`src/verilog/cpuPkg.sv`:
```
package cpuPkg;

    localparam int opWidth = 5;
    localparam int regIndexWidth = 4;
    localparam int constWidth = 19;

    // opcode values, anything above opAddi is illegal
    localparam logic [opWidth-1:0] opAdd  = 5'd0;
    localparam logic [opWidth-1:0] opSub  = 5'd1;
    localparam logic [opWidth-1:0] opAnd  = 5'd2;
    localparam logic [opWidth-1:0] opOr   = 5'd3;
    localparam logic [opWidth-1:0] opShr  = 5'd4;  // logical, zero fill
    localparam logic [opWidth-1:0] opShra = 5'd5;  // arithmetic, sign fill
    localparam logic [opWidth-1:0] opShl  = 5'd6;
    localparam logic [opWidth-1:0] opAddi = 5'd7;  // rb = R0 gives a constant load

    // one instruction word, read either as three registers or as two plus a constant
    typedef union packed {
        struct packed {
            logic [opWidth-1:0]       op;
            logic [regIndexWidth-1:0] ra;
            logic [regIndexWidth-1:0] rb;
            logic [regIndexWidth-1:0] rc;
            logic [14:0]              unused;
        } rFormat;
        struct packed {
            logic [opWidth-1:0]       op;
            logic [regIndexWidth-1:0] ra;
            logic [regIndexWidth-1:0] rb;
            logic [constWidth-1:0]    imm;  // sign extended to 32 bits
        } iFormat;
    } instrFields;

endpackage

```
`src/verilog/aluUnit.sv`:
```
`timescale 1ns/1ps

module aluUnit (
    input  logic                       Clock,
    input  logic                       arstN,
    input  logic [31:0]                busValue,
    input  logic                       yLoad,
    input  logic                       zLoad,
    input  logic [cpuPkg::opWidth-1:0] aluOp,
    output logic [31:0]                zValue
);

    logic [31:0] yValue;
    logic [31:0] result;
    logic [4:0]  shiftAmount;

    assign shiftAmount = busValue[4:0];  // only the low 5 bits count

    always_ff @(posedge Clock or negedge arstN) begin
        if (!arstN) begin
            yValue <= '0;
        end else if (yLoad) begin
            yValue <= busValue;
        end
    end

    always_comb begin
        case (aluOp)
            cpuPkg::opAdd,
            cpuPkg::opAddi: result = yValue + busValue;  // wraps at 32 bits
            cpuPkg::opSub:  result = yValue - busValue;
            cpuPkg::opAnd:  result = yValue & busValue;
            cpuPkg::opOr:   result = yValue | busValue;
            cpuPkg::opShr:  result = yValue >> shiftAmount;
            cpuPkg::opShra: result = $unsigned($signed(yValue) >>> shiftAmount);
            cpuPkg::opShl:  result = yValue << shiftAmount;
            default:        result = '0;
        endcase
    end

    always_ff @(posedge Clock or negedge arstN) begin
        if (!arstN) begin
            zValue <= '0;
        end else if (zLoad) begin
            zValue <= result;
        end
    end

endmodule

```
`src/verilog/busMultiplexer.sv`:
```
`timescale 1ns/1ps

module busMultiplexer (
    input  logic [15:0][31:0] regValues,
    input  logic [15:0]       driveEn,
    input  logic              baseZero,
    input  logic              constOut,
    input  logic [31:0]       constant,
    input  logic              zOut,
    input  logic [31:0]       zValue,
    output logic [31:0]       busValue
);

    logic [31:0] regSource;

    // and-or select, at most one drive bit is set at a time
    always_comb begin
        regSource = '0;
        for (int i = 0; i < 16; i++) begin
            if (driveEn[i]) begin
                regSource = regSource | regValues[i];
            end
        end
    end

    always_comb begin
        busValue = regSource;
        if (constOut) begin
            busValue = busValue | constant;
        end
        if (zOut) begin
            busValue = busValue | zValue;
        end
        if (baseZero) begin
            busValue = '0;  // R0 in base position
        end
    end

endmodule

```
`src/verilog/controlSequencer.sv`:
```
`timescale 1ns/1ps

module controlSequencer (
    input  logic                             Clock,
    input  logic                             arstN,
    input  logic                             instrValid,
    input  cpuPkg::instrFields               instrWord,
    output logic                             instrReady,
    output logic [cpuPkg::regIndexWidth-1:0] selRa,
    output logic [cpuPkg::regIndexWidth-1:0] selRb,
    output logic [cpuPkg::regIndexWidth-1:0] selRc,
    output logic [31:0]                      constant,
    output logic                             regIn,
    output logic                             baseOut,
    output logic                             rcOut,
    output logic                             constOut,
    output logic                             zOut,
    output logic                             yLoad,
    output logic                             zLoad,
    output logic [cpuPkg::opWidth-1:0]       aluOp,
    output logic                             wbValid,
    output logic [cpuPkg::regIndexWidth-1:0] wbReg
);

    localparam logic [1:0] idle   = 2'd0;
    localparam logic [1:0] tY     = 2'd1;  // rb into Y
    localparam logic [1:0] tZ     = 2'd2;  // Y op second operand into Z
    localparam logic [1:0] tWrite = 2'd3;  // Z back to ra

    logic [1:0]         state;
    logic [1:0]         nextState;
    cpuPkg::instrFields instrReg;
    logic               accept;
    logic               legal;
    logic               isImm;

    assign instrReady = (state == idle);
    assign accept     = instrValid && instrReady;

    assign legal = (instrReg.rFormat.op <= cpuPkg::opAddi);
    assign isImm = (instrReg.rFormat.op == cpuPkg::opAddi);

    always_ff @(posedge Clock or negedge arstN) begin
        if (!arstN) begin
            state    <= idle;
            instrReg <= '0;
        end else begin
            state <= nextState;
            if (accept) begin
                instrReg <= instrWord;
            end
        end
    end

    always_comb begin
        nextState = state;
        case (state)
            idle:    nextState = accept ? tY : idle;
            tY:      nextState = legal ? tZ : idle;  // illegal op drops out here
            tZ:      nextState = tWrite;
            tWrite:  nextState = idle;
            default: nextState = idle;
        endcase
    end

    always_comb begin
        baseOut  = 1'b0;
        yLoad    = 1'b0;
        rcOut    = 1'b0;
        constOut = 1'b0;
        zLoad    = 1'b0;
        zOut     = 1'b0;
        regIn    = 1'b0;
        case (state)
            tY: begin
                baseOut = legal;
                yLoad   = legal;
            end
            tZ: begin
                rcOut    = !isImm;
                constOut = isImm;
                zLoad    = 1'b1;
            end
            tWrite: begin
                zOut  = 1'b1;
                regIn = 1'b1;
            end
            default: ;
        endcase
    end

    assign selRa = instrReg.rFormat.ra;
    assign selRb = instrReg.rFormat.rb;
    assign selRc = instrReg.rFormat.rc;

    assign constant = {{(32 - cpuPkg::constWidth){instrReg.iFormat.imm[cpuPkg::constWidth-1]}},
                       instrReg.iFormat.imm};

    assign aluOp   = instrReg.rFormat.op;
    assign wbValid = regIn;  // write-back shows the same cycle ra loads
    assign wbReg   = selRa;

endmodule

```
`src/verilog/datapathTop.sv`:
```
`timescale 1ns/1ps

module datapathTop (
    input  logic                             Clock,
    input  logic                             arstN,
    input  logic                             instrValid,
    output logic                             instrReady,
    input  logic [31:0]                      instrWord,
    output logic                             wbValid,
    output logic [cpuPkg::regIndexWidth-1:0] wbReg,
    output logic [31:0]                      wbData
);

    logic [cpuPkg::regIndexWidth-1:0] selRa;
    logic [cpuPkg::regIndexWidth-1:0] selRb;
    logic [cpuPkg::regIndexWidth-1:0] selRc;
    logic [31:0]                      constant;
    logic                             regIn;
    logic                             baseOut;
    logic                             rcOut;
    logic                             constOut;
    logic                             zOut;
    logic                             yLoad;
    logic                             zLoad;
    logic [cpuPkg::opWidth-1:0]       aluOp;
    logic [15:0]                      loadEn;
    logic [15:0]                      driveEn;
    logic                             baseZero;
    logic [15:0][31:0]                regValues;
    logic [31:0]                      busValue;
    logic [31:0]                      zValue;

    controlSequencer uSequencer (
        .Clock      (Clock),
        .arstN      (arstN),
        .instrValid (instrValid),
        .instrWord  (instrWord),
        .instrReady (instrReady),
        .selRa      (selRa),
        .selRb      (selRb),
        .selRc      (selRc),
        .constant   (constant),
        .regIn      (regIn),
        .baseOut    (baseOut),
        .rcOut      (rcOut),
        .constOut   (constOut),
        .zOut       (zOut),
        .yLoad      (yLoad),
        .zLoad      (zLoad),
        .aluOp      (aluOp),
        .wbValid    (wbValid),
        .wbReg      (wbReg)
    );

    registerSelect uSelect (
        .selRa    (selRa),
        .selRb    (selRb),
        .selRc    (selRc),
        .regIn    (regIn),
        .baseOut  (baseOut),
        .rcOut    (rcOut),
        .loadEn   (loadEn),
        .driveEn  (driveEn),
        .baseZero (baseZero)
    );

    for (genvar i = 0; i < 16; i++) begin : gReg
        generalRegister uReg (
            .Clock  (Clock),
            .arstN  (arstN),
            .loadEn (loadEn[i]),
            .busIn  (busValue),
            .value  (regValues[i])
        );
    end

    busMultiplexer uBus (
        .regValues (regValues),
        .driveEn   (driveEn),
        .baseZero  (baseZero),
        .constOut  (constOut),
        .constant  (constant),
        .zOut      (zOut),
        .zValue    (zValue),
        .busValue  (busValue)
    );

    aluUnit uAlu (
        .Clock    (Clock),
        .arstN    (arstN),
        .busValue (busValue),
        .yLoad    (yLoad),
        .zLoad    (zLoad),
        .aluOp    (aluOp),
        .zValue   (zValue)
    );

    assign wbData = busValue;  // Z is on the bus during write-back

endmodule

```
`src/verilog/generalRegister.sv`:
```
`timescale 1ns/1ps

module generalRegister (
    input  logic        Clock,
    input  logic        arstN,
    input  logic        loadEn,
    input  logic [31:0] busIn,
    output logic [31:0] value
);

    always_ff @(posedge Clock or negedge arstN) begin
        if (!arstN) begin
            value <= '0;
        end else if (loadEn) begin
            value <= busIn;
        end
    end

endmodule

```
`src/verilog/registerSelect.sv`:
```
`timescale 1ns/1ps

module registerSelect (
    input  logic [cpuPkg::regIndexWidth-1:0] selRa,
    input  logic [cpuPkg::regIndexWidth-1:0] selRb,
    input  logic [cpuPkg::regIndexWidth-1:0] selRc,
    input  logic                             regIn,
    input  logic                             baseOut,
    input  logic                             rcOut,
    output logic [15:0]                      loadEn,
    output logic [15:0]                      driveEn,
    output logic                             baseZero
);

    logic baseIsR0;

    assign baseIsR0 = (selRb == '0);

    always_comb begin
        loadEn = '0;
        if (regIn) begin
            loadEn[selRa] = 1'b1;  // R0 can be written like any other
        end
    end

    // R0 as base reads zero, so no register drives in that case
    always_comb begin
        driveEn = '0;
        if (baseOut && !baseIsR0) begin
            driveEn[selRb] = 1'b1;
        end
        if (rcOut) begin
            driveEn[selRc] = 1'b1;
        end
    end

    assign baseZero = baseOut && baseIsR0;

endmodule
```
`config.mk`:
```
export PLATFORM = sky130hd
export DESIGN_NAME = datapathTop
export DESIGN_NICKNAME = d
export VERILOG_FILES = /design/src/verilog/cpuPkg.sv /design/src/verilog/aluUnit.sv /design/src/verilog/busMultiplexer.sv /design/src/verilog/controlSequencer.sv /design/src/verilog/datapathTop.sv /design/src/verilog/generalRegister.sv /design/src/verilog/registerSelect.sv
export SDC_FILE = /design/constraint.sdc
export NUM_CORES = 2
export LEC_CHECK = 0
export BUFFER_PORTS_ARGS = -buffer_cell sky130_fd_sc_hd__buf_2
export CAP_MARGIN = 20
export CORE_AREA = 3 3 279 281
export DETAILED_ROUTE_END_ITERATION = 12
export DIE_AREA = 0 0 282 284
export PLACE_DENSITY = 0.69
export SYNTH_ARGS = -nofsm -noshare
export SYNTH_HDL_FRONTEND = slang
export SYNTH_SLANG_ARGS = --single-unit
```
`constraint.sdc`:
```
create_clock -name Clock -period 11.9 [get_ports Clock]
set_input_delay 2.975 -clock Clock [delete_from_list [all_inputs] [get_ports Clock]]
set_output_delay 2.975 -clock Clock [all_outputs]
set_load 0.01 [all_outputs]
```
=== After elaboration in Yosys (flattened, before gate mapping) ===
Index checks and enable logic that the tools add are counted.

* Reductions and logical operators: 12
* Mux-type cells: 37
* $lt $le $gt $ge: 7
* Bitwise gates (word level): 20
* Shift-type cells: 3
* Add/subtract/negate cells: 2
* Equality and inequality tests: 10

{| class="wikitable"
|+ Operators with widths
! kind !! count
|-
| 2-to-1 mux 32 bit || 19
|-
| OR 32 bit || 18
|-
| case mux 32 bit (7 select lines) || 1
|-
| 2-to-1 mux 16 bit || 3
|-
| adder 32 bit || 1
|-
| bitwise AND 32 bit || 1
|-
| left shift 32 x 5 -> 32 bit || 1
|-
| right shift 32 x 5 -> 32 bit || 1
|-
| >>> shifter 32 x 5 -> 32 bit || 1
|-
| subtractor 32 bit || 1
|-
| equality test 5 x 3 -> 1 bit (second input constant) || 4
|-
| OR 16 bit || 1
|-
| less-than comparator 4 x 5 -> 1 bit (second input constant) || 3
|-
| demux 1 bit (select 4 bit) || 3
|-
| >= comparator 4 x 1 -> 1 bit (second input constant) || 3
|-
| equality test 5 x 2 -> 1 bit (second input constant) || 2
|-
| 2-to-1 mux 1 bit || 9
|-
| case mux 2 bit (4 select lines) || 1
|-
| logical AND 1 bit || 6
|-
| equality test 5 x 1 -> 1 bit (second input constant) || 1
|-
| less-or-equal comparator 5 x 3 -> 1 bit (second input constant) || 1
|-
| zero test 5 bit || 1
|-
| equality test 2 bit (second input constant) || 2
|-
| zero test 4 bit || 1
|-
| other kinds (5) || 6
|}

* Input bits: 35
* Flip-flop bits (word level): 610
* Output and inout port bits: 38
* Word-level logic and storage cells: 111

=== Longest topological paths before layout ===
* Depth after elaboration: 45
* Depth in mapped cells: 34
* Mapped depth without buffers: 25

=== Cells and area by module ===
Synthesis repeated with hierarchy kept, for this count alone.

* Cell total of the unflattened synthesis: 2,725
* Area total of the unflattened synthesis: 35,605.4 sq um

{| class="wikitable"
|+ By module, submodules not included
! module !! instances !! area an instance (sq um) !! seq. area each (sq um) !! cells each
|-
| generalRegister || 16 || 1,345.0 || 800.8 || 68
|-
| aluUnit || 1 || 8,928.6 || 1,601.5 || 1,064
|-
| busMultiplexer || 1 || 3,293.2 || 0.0 || 409
|-
| controlSequencer || 1 || 1,519.0 || 850.8 || 105
|-
| registerSelect || 1 || 344.1 || 0.0 || 59
|}

=== Worst setup path after synthesis ===
No wires, ideal clock.

* Kind: reg2reg
* From: reg uSequencer.instrReg[29] (netlist bit)
* To: reg uAlu.zValue[31]
* Arrival: 7.389 ns
* Library setup time: 0.090 ns
* Slack: 4.421 ns
* Period minus slack after synthesis: 7.479 ns
* Path buffers: 10
* Stages on the path, launching flop included: 35
* Cells stage by stage: dfrtp_1 buf_2 and3_1 buf_6 buf_6 buf_6 buf_2 a32oi_1 o2111ai_1 a2111oi_2 nand3_1 inv_2 buf_2 buf_1 clkbuf_1 clkbuf_1 ha_1 nand3_1 or4_1 or3_4 o21ai_0 xor2_1 ha_1 clkbuf_1 a21o_1 a21oi_1 o21ai_0 o41ai_1 and3b_1 a21oi_1 and4_1 a2111oi_0 o22ai_1 or3_1 o221ai_1

* Word-level cells in the longest chain between the ends: 44

{| class="wikitable"
|+ RTL lines
! what !! RTL line !! RTL
|-
| from (decl) || controlSequencer.sv:32 || <nowiki>cpuPkg::instrFields instrReg;</nowiki>
|-
| from (signal assigned) || controlSequencer.sv:50 || <nowiki>instrReg <= instrWord;</nowiki>
|-
| less-or-equal comparator 5 x 3 -> 1 bit || controlSequencer.sv:40 || <nowiki>assign legal = (instrReg.rFormat.op <= cpuPkg::opAddi);</nowiki>
|-
| 2-to-1 mux 1 bit || controlSequencer.sv:74 || <nowiki>case (state)</nowiki>
|-
| logical AND 1 bit || registerSelect.sv:29 || <nowiki>if (baseOut && !baseIsR0) begin</nowiki>
|-
| 2-to-1 mux 16 bit || registerSelect.sv:29 ||
|-
| OR 16 bit (no line) || n/a ||
|-
| 2-to-1 mux 16 bit || registerSelect.sv:32 || <nowiki>if (rcOut) begin</nowiki>
|-
| 2-to-1 mux 32 bit || busMultiplexer.sv:20 || <nowiki>if (driveEn[i]) begin</nowiki>
|-
| OR 32 bit || busMultiplexer.sv:21 || <nowiki>regSource = regSource | regValues[i];</nowiki>
|-
| (+28 left out) || n/a ||
|-
| 2-to-1 mux 32 bit || busMultiplexer.sv:20 ||
|-
| OR 32 bit || busMultiplexer.sv:29 || <nowiki>busValue = busValue | constant;</nowiki>
|-
| 2-to-1 mux 32 bit || busMultiplexer.sv:28 || <nowiki>if (constOut) begin</nowiki>
|-
| OR 32 bit || busMultiplexer.sv:32 || <nowiki>busValue = busValue | zValue;</nowiki>
|-
| 2-to-1 mux 32 bit || busMultiplexer.sv:31 || <nowiki>if (zOut) begin</nowiki>
|-
| 2-to-1 mux 32 bit || busMultiplexer.sv:34 || <nowiki>if (baseZero) begin</nowiki>
|-
| subtractor 32 bit, or another cell as far along || aluUnit.sv:31 || <nowiki>cpuPkg::opSub: result = yValue - busValue;</nowiki>
|-
| case mux 32 bit (7 select lines) * || aluUnit.sv:28 || <nowiki>case (aluOp)</nowiki>
|-
| to (signal assigned) || aluUnit.sv:45 || <nowiki>zValue <= result;</nowiki>
|-
| to (decl) || aluUnit.sv:10 || <nowiki>output logic [31:0] zValue</nowiki>
|}

Every way passes the cells marked *; elsewhere a longest branch is shown, timed or not.
A chain may end at the register's enable or synchronous reset.

==> results.sh <==
export IMPL_clk_pin_slew_worst_paths_ps=60
export IMPL_syn_area_per_cell_um2=8.84
export IMPL_setup_tns_ps=0
export IMPL_met1_length_um=70600
export IMPL_synth_flop_cell="dfrtp_1"
export IMPL_slew_viol_final=0
export IMPL_via_per_inst=7.39
export IMPL_slowest_delay_ps=880
export IMPL_hold_path_class="register to register"
export IMPL_track_usage=0.460
export IMPL_grt_pass1_vias=35778
export IMPL_rows=101
export IMPL_wl_per_cell_um=36.2
export IMPL_grt_max_degree=150
export IMPL_root_buffer="clkbuf_16"
export IMPL_core_area_um2=75700
export IMPL_cts_tree="built"
export IMPL_setup_viol=0
export IMPL_grt_pass1_wl_um=266000
export IMPL_min_period_ps=9230
export IMPL_period_share=0.776
export IMPL_r2r_slack_ps=2670
export IMPL_syn_nets=4326
export IMPL_crit_slowest_cell="nor2_4"
export IMPL_drt_first_pass_iters=10
export IMPL_cp_required_ps=12440
export IMPL_ys_ff_latch=610
export IMPL_die_area_um2=80100
export IMPL_io_pins=73
export IMPL_wl_met2_um=71800
export IMPL_holdPathEnd="gReg[8].uReg.value[31]"
export IMPL_timing_hold_ws_ps=485
export IMPL_chipWidth_um=282
export IMPL_initial_utilization=0.497
export IMPL_path_max_fanout=54
export IMPL_rsz0062_at_grt="no"
export IMPL_gp_congestion=1.08
export IMPL_drive_gt1_frac=0.160
export IMPL_dr_first_iter_drc_count=6858
export IMPL_yosysSeqAreaShare=0.406
export IMPL_hold_buffers=0
export IMPL_syn_area_um2=37600
export IMPL_cts_setup_buffers=0
export IMPL_syn_inst=4255
export IMPL_fillers=6917
export IMPL_power_leakage_uw=0.0179
export IMPL_die_h_um=284
export IMPL_max_freq_mhz=108
export IMPL_synth_edff_count=0
export IMPL_hpwl_um=127000
export IMPL_clock_sinks=610
export IMPL_finalHoldViolCount=0
export IMPL_async_flop_share=1.00
export IMPL_nNetsFinal=4229
export IMPL_worst_ir_drop_vdd_v=0.000131
export IMPL_path_class="register to register"
export IMPL_htree_levels=3
export IMPL_port_buffers=72
export IMPL_maxSlewHeadroom=0.0828
export IMPL_insertion_delay_ps=640
export IMPL_worstMarginPinSlew_ps=1380
export IMPL_wl_met3_um=31000
export IMPL_ys_warn_count=0
export IMPL_maxUsedRoutingLayer="met5"
export IMPL_skew_ps=21.6
export IMPL_area_growth_pct=10.5
export IMPL_ant_nets=0
export IMPL_worstSetupStartpointType="register"
export IMPL_power_density_nw_per_um2=294
export IMPL_critical_path_endpoint_type="register"
export IMPL_clockBufferDepth=3
export IMPL_vias=38443
export IMPL_cts_buffers=70
export IMPL_cap_violations=0
export IMPL_hp_start="gReg[8].uReg.value[31]"
export IMPL_reg2reg_depth=23
export IMPL_synth_cell_types=104
export IMPL_status="finished, final reports clean"
export IMPL_gr_total_overflow=0
export IMPL_antenna_found_initial=18
export IMPL_hold_path_cell_count=2
export IMPL_path_cells="or4b_4 > buf_4 > nor2_2 > a221oi_1 > nand4_2 > nor2_4 > nand3_1 > or4_1 > or3_4 > o21ai_0 > xor2_1 > ha_1 > a21o_1 > a21oi_1 > o21ai_0 > o41ai_1 > and3b_1 > a21oi_1 > and4_1 > a2111oi_0 > o22ai_1 > or3_1 > o221ai_1"
export IMPL_drc_errors=0
export IMPL_worstPathArrival_ps=9770
export IMPL_r2r_end="uAlu.zValue[31]"
export IMPL_cts_resized_gates=0
export IMPL_wl_um=188000
stage by stage:
stage / std cells / utilization / power (uW) / setup WS, ps / area, um^2
finish: 5201 / 0.549 / 12200 / 2670 / 41600
global route: 5190 / 0.549 / 12500 / 2430 / 41500
CTS: 5187 / 0.548 / 11800 / 2490 / 41500
detailed placement: 5062 / 0.517 / 9460 / 2530 / 39100
global placement: 5061 / 0.516 / 9440 / 2640 / 39100
floorplan: 4255 / - / 7060 / 4420 / 37600
cell families after synthesis:
| logic type | Yosys count | share of synthesized area |
|---|---|---|
| compound gates | 1411 | 0.245 |
| simple gates | 1290 | 0.160 |
| flops | 610 | 0.406 |
| buf+inv | 471 | 0.0527 |
| mux | 362 | 0.106 |
| fa+ha+maj | 57 | 0.0178 |
| xor+xnor | 54 | 0.0126 |
worst max-delay path, delay by kind of cell, from the launching register on:
| kind | cells | cell delay (ps) |
|---|---|---|
| AND/OR/NAND/NOR | 10 | 4440 |
| XOR/XNOR | 1 | 210 |
| adder cells (fa/ha/maj) | 1 | 340 |
| AO/OA/AOI/OAI | 10 | 2690 |
| buffers and inverters | 1 | 620 |
| flip-flops | 1 | 800 |
state kept, by name, summed over array words and instances (netlist names), named ones only:
register / flops
uSequencer.instrReg: 32
uSequencer.state: 1
uAlu.yValue: 32
uAlu.zValue: 32
gReg.uReg.value: 512
how the worst max path moves through the flow:
stage                                  startpoint               to  slack (ps)  cells after the start
after floorplan           uSequencer.instrReg[29]  uAlu.zValue[31]        4420                     34
after global placement                   register  uAlu.zValue[31]        2640                     23
after detailed placement                 register  uAlu.zValue[31]        2530                     23
after CTS                                register  uAlu.zValue[31]        2490                     23
after global routing                     register  uAlu.zValue[31]        2430                     23
final                                    register  uAlu.zValue[31]        2670                     23
Yosys cell counts (20+ instances only):
cell,n,area (um^2)
buf_1,38,143
nand3_1,59,295
a221oi_1,51,447
xnor2_1,41,359
a21o_1,27,203
nand4_1,65,407
inv_1,53,199
nor4_1,22,138
nor2_1,492,1850
o22ai_1,31,194
ha_1,35,438
o21ai_0,323,1620
a32o_1,20,200
nor2b_1,23,144
a22o_1,48,420
nand2_1,367,1380
clkbuf_1,274,1030
mux2_2,181,2040
o21a_1,20,150
dfrtp_1,610,15300
a21oi_1,437,2190
o211ai_1,24,180
a22oi_1,114,856
mux2i_1,170,1700
maj3_1,21,210
and3_1,32,200
buf_2,75,375
a32oi_1,42,368
a211oi_1,37,278
nor3_1,73,365
a31oi_1,24,150
area by class of cell:
cell class              instances  area [um^2]  area share
diodes                         12         30.0    0.000723
clock buffers                  93         1980      0.0477
clock inverters                32          422      0.0101
inverters                      62          233     0.00560
multi-input cells            3174        20700       0.499
flip-flops and latches        610        15300       0.368
well taps                     978         1220      0.0294
repair buffers                240         1640      0.0395
per-layer routing:
| layer | global-route usage | vias to the layer above |
|---|---|---|
| met5 | 0.00488 | - |
| met4 | 0.272 | 12 |
| met3 | 0.223 | 949 |
| met2 | 0.602 | 3330 |
| met1 | 0.606 | 18614 |
| li1 | - | 15538 |
power by group:
group / leakage (uW) / total, uW / internal (uW) / switching [uW]
sequential: 0.00818 / 3630 / 2710 / 920
combinational: 0.00855 / 6310 / 2010 / 4300
clock: 0.00118 / 2300 / 1350 / 950
layout by cell type (no fill, tap or decap), types with 17 or more instances in the layout:
cell / n
clkbuf_16: 72
a21oi_1: 436
a2111oi_0: 17
nor2_1: 479
a22o_1: 48
o211ai_1: 24
a221o_1: 19
xnor2_1: 41
a32o_1: 20
buf_2: 71
o22ai_1: 31
a211oi_1: 27
o21a_1: 20
a221oi_1: 51
nand2_1: 366
a22oi_1: 114
nor2b_1: 18
nand4_1: 65
nand3_1: 58
mux2_2: 181
buf_4: 165
maj3_1: 21
dfrtp_1: 604
a31oi_1: 24
o2bb2ai_1: 17
and3_1: 31
a32oi_1: 42
o21ai_0: 323
ha_1: 35
mux2i_1: 170
a21o_1: 27
inv_1: 53
nor3_1: 62
Power figures use the tool's default switching activity.
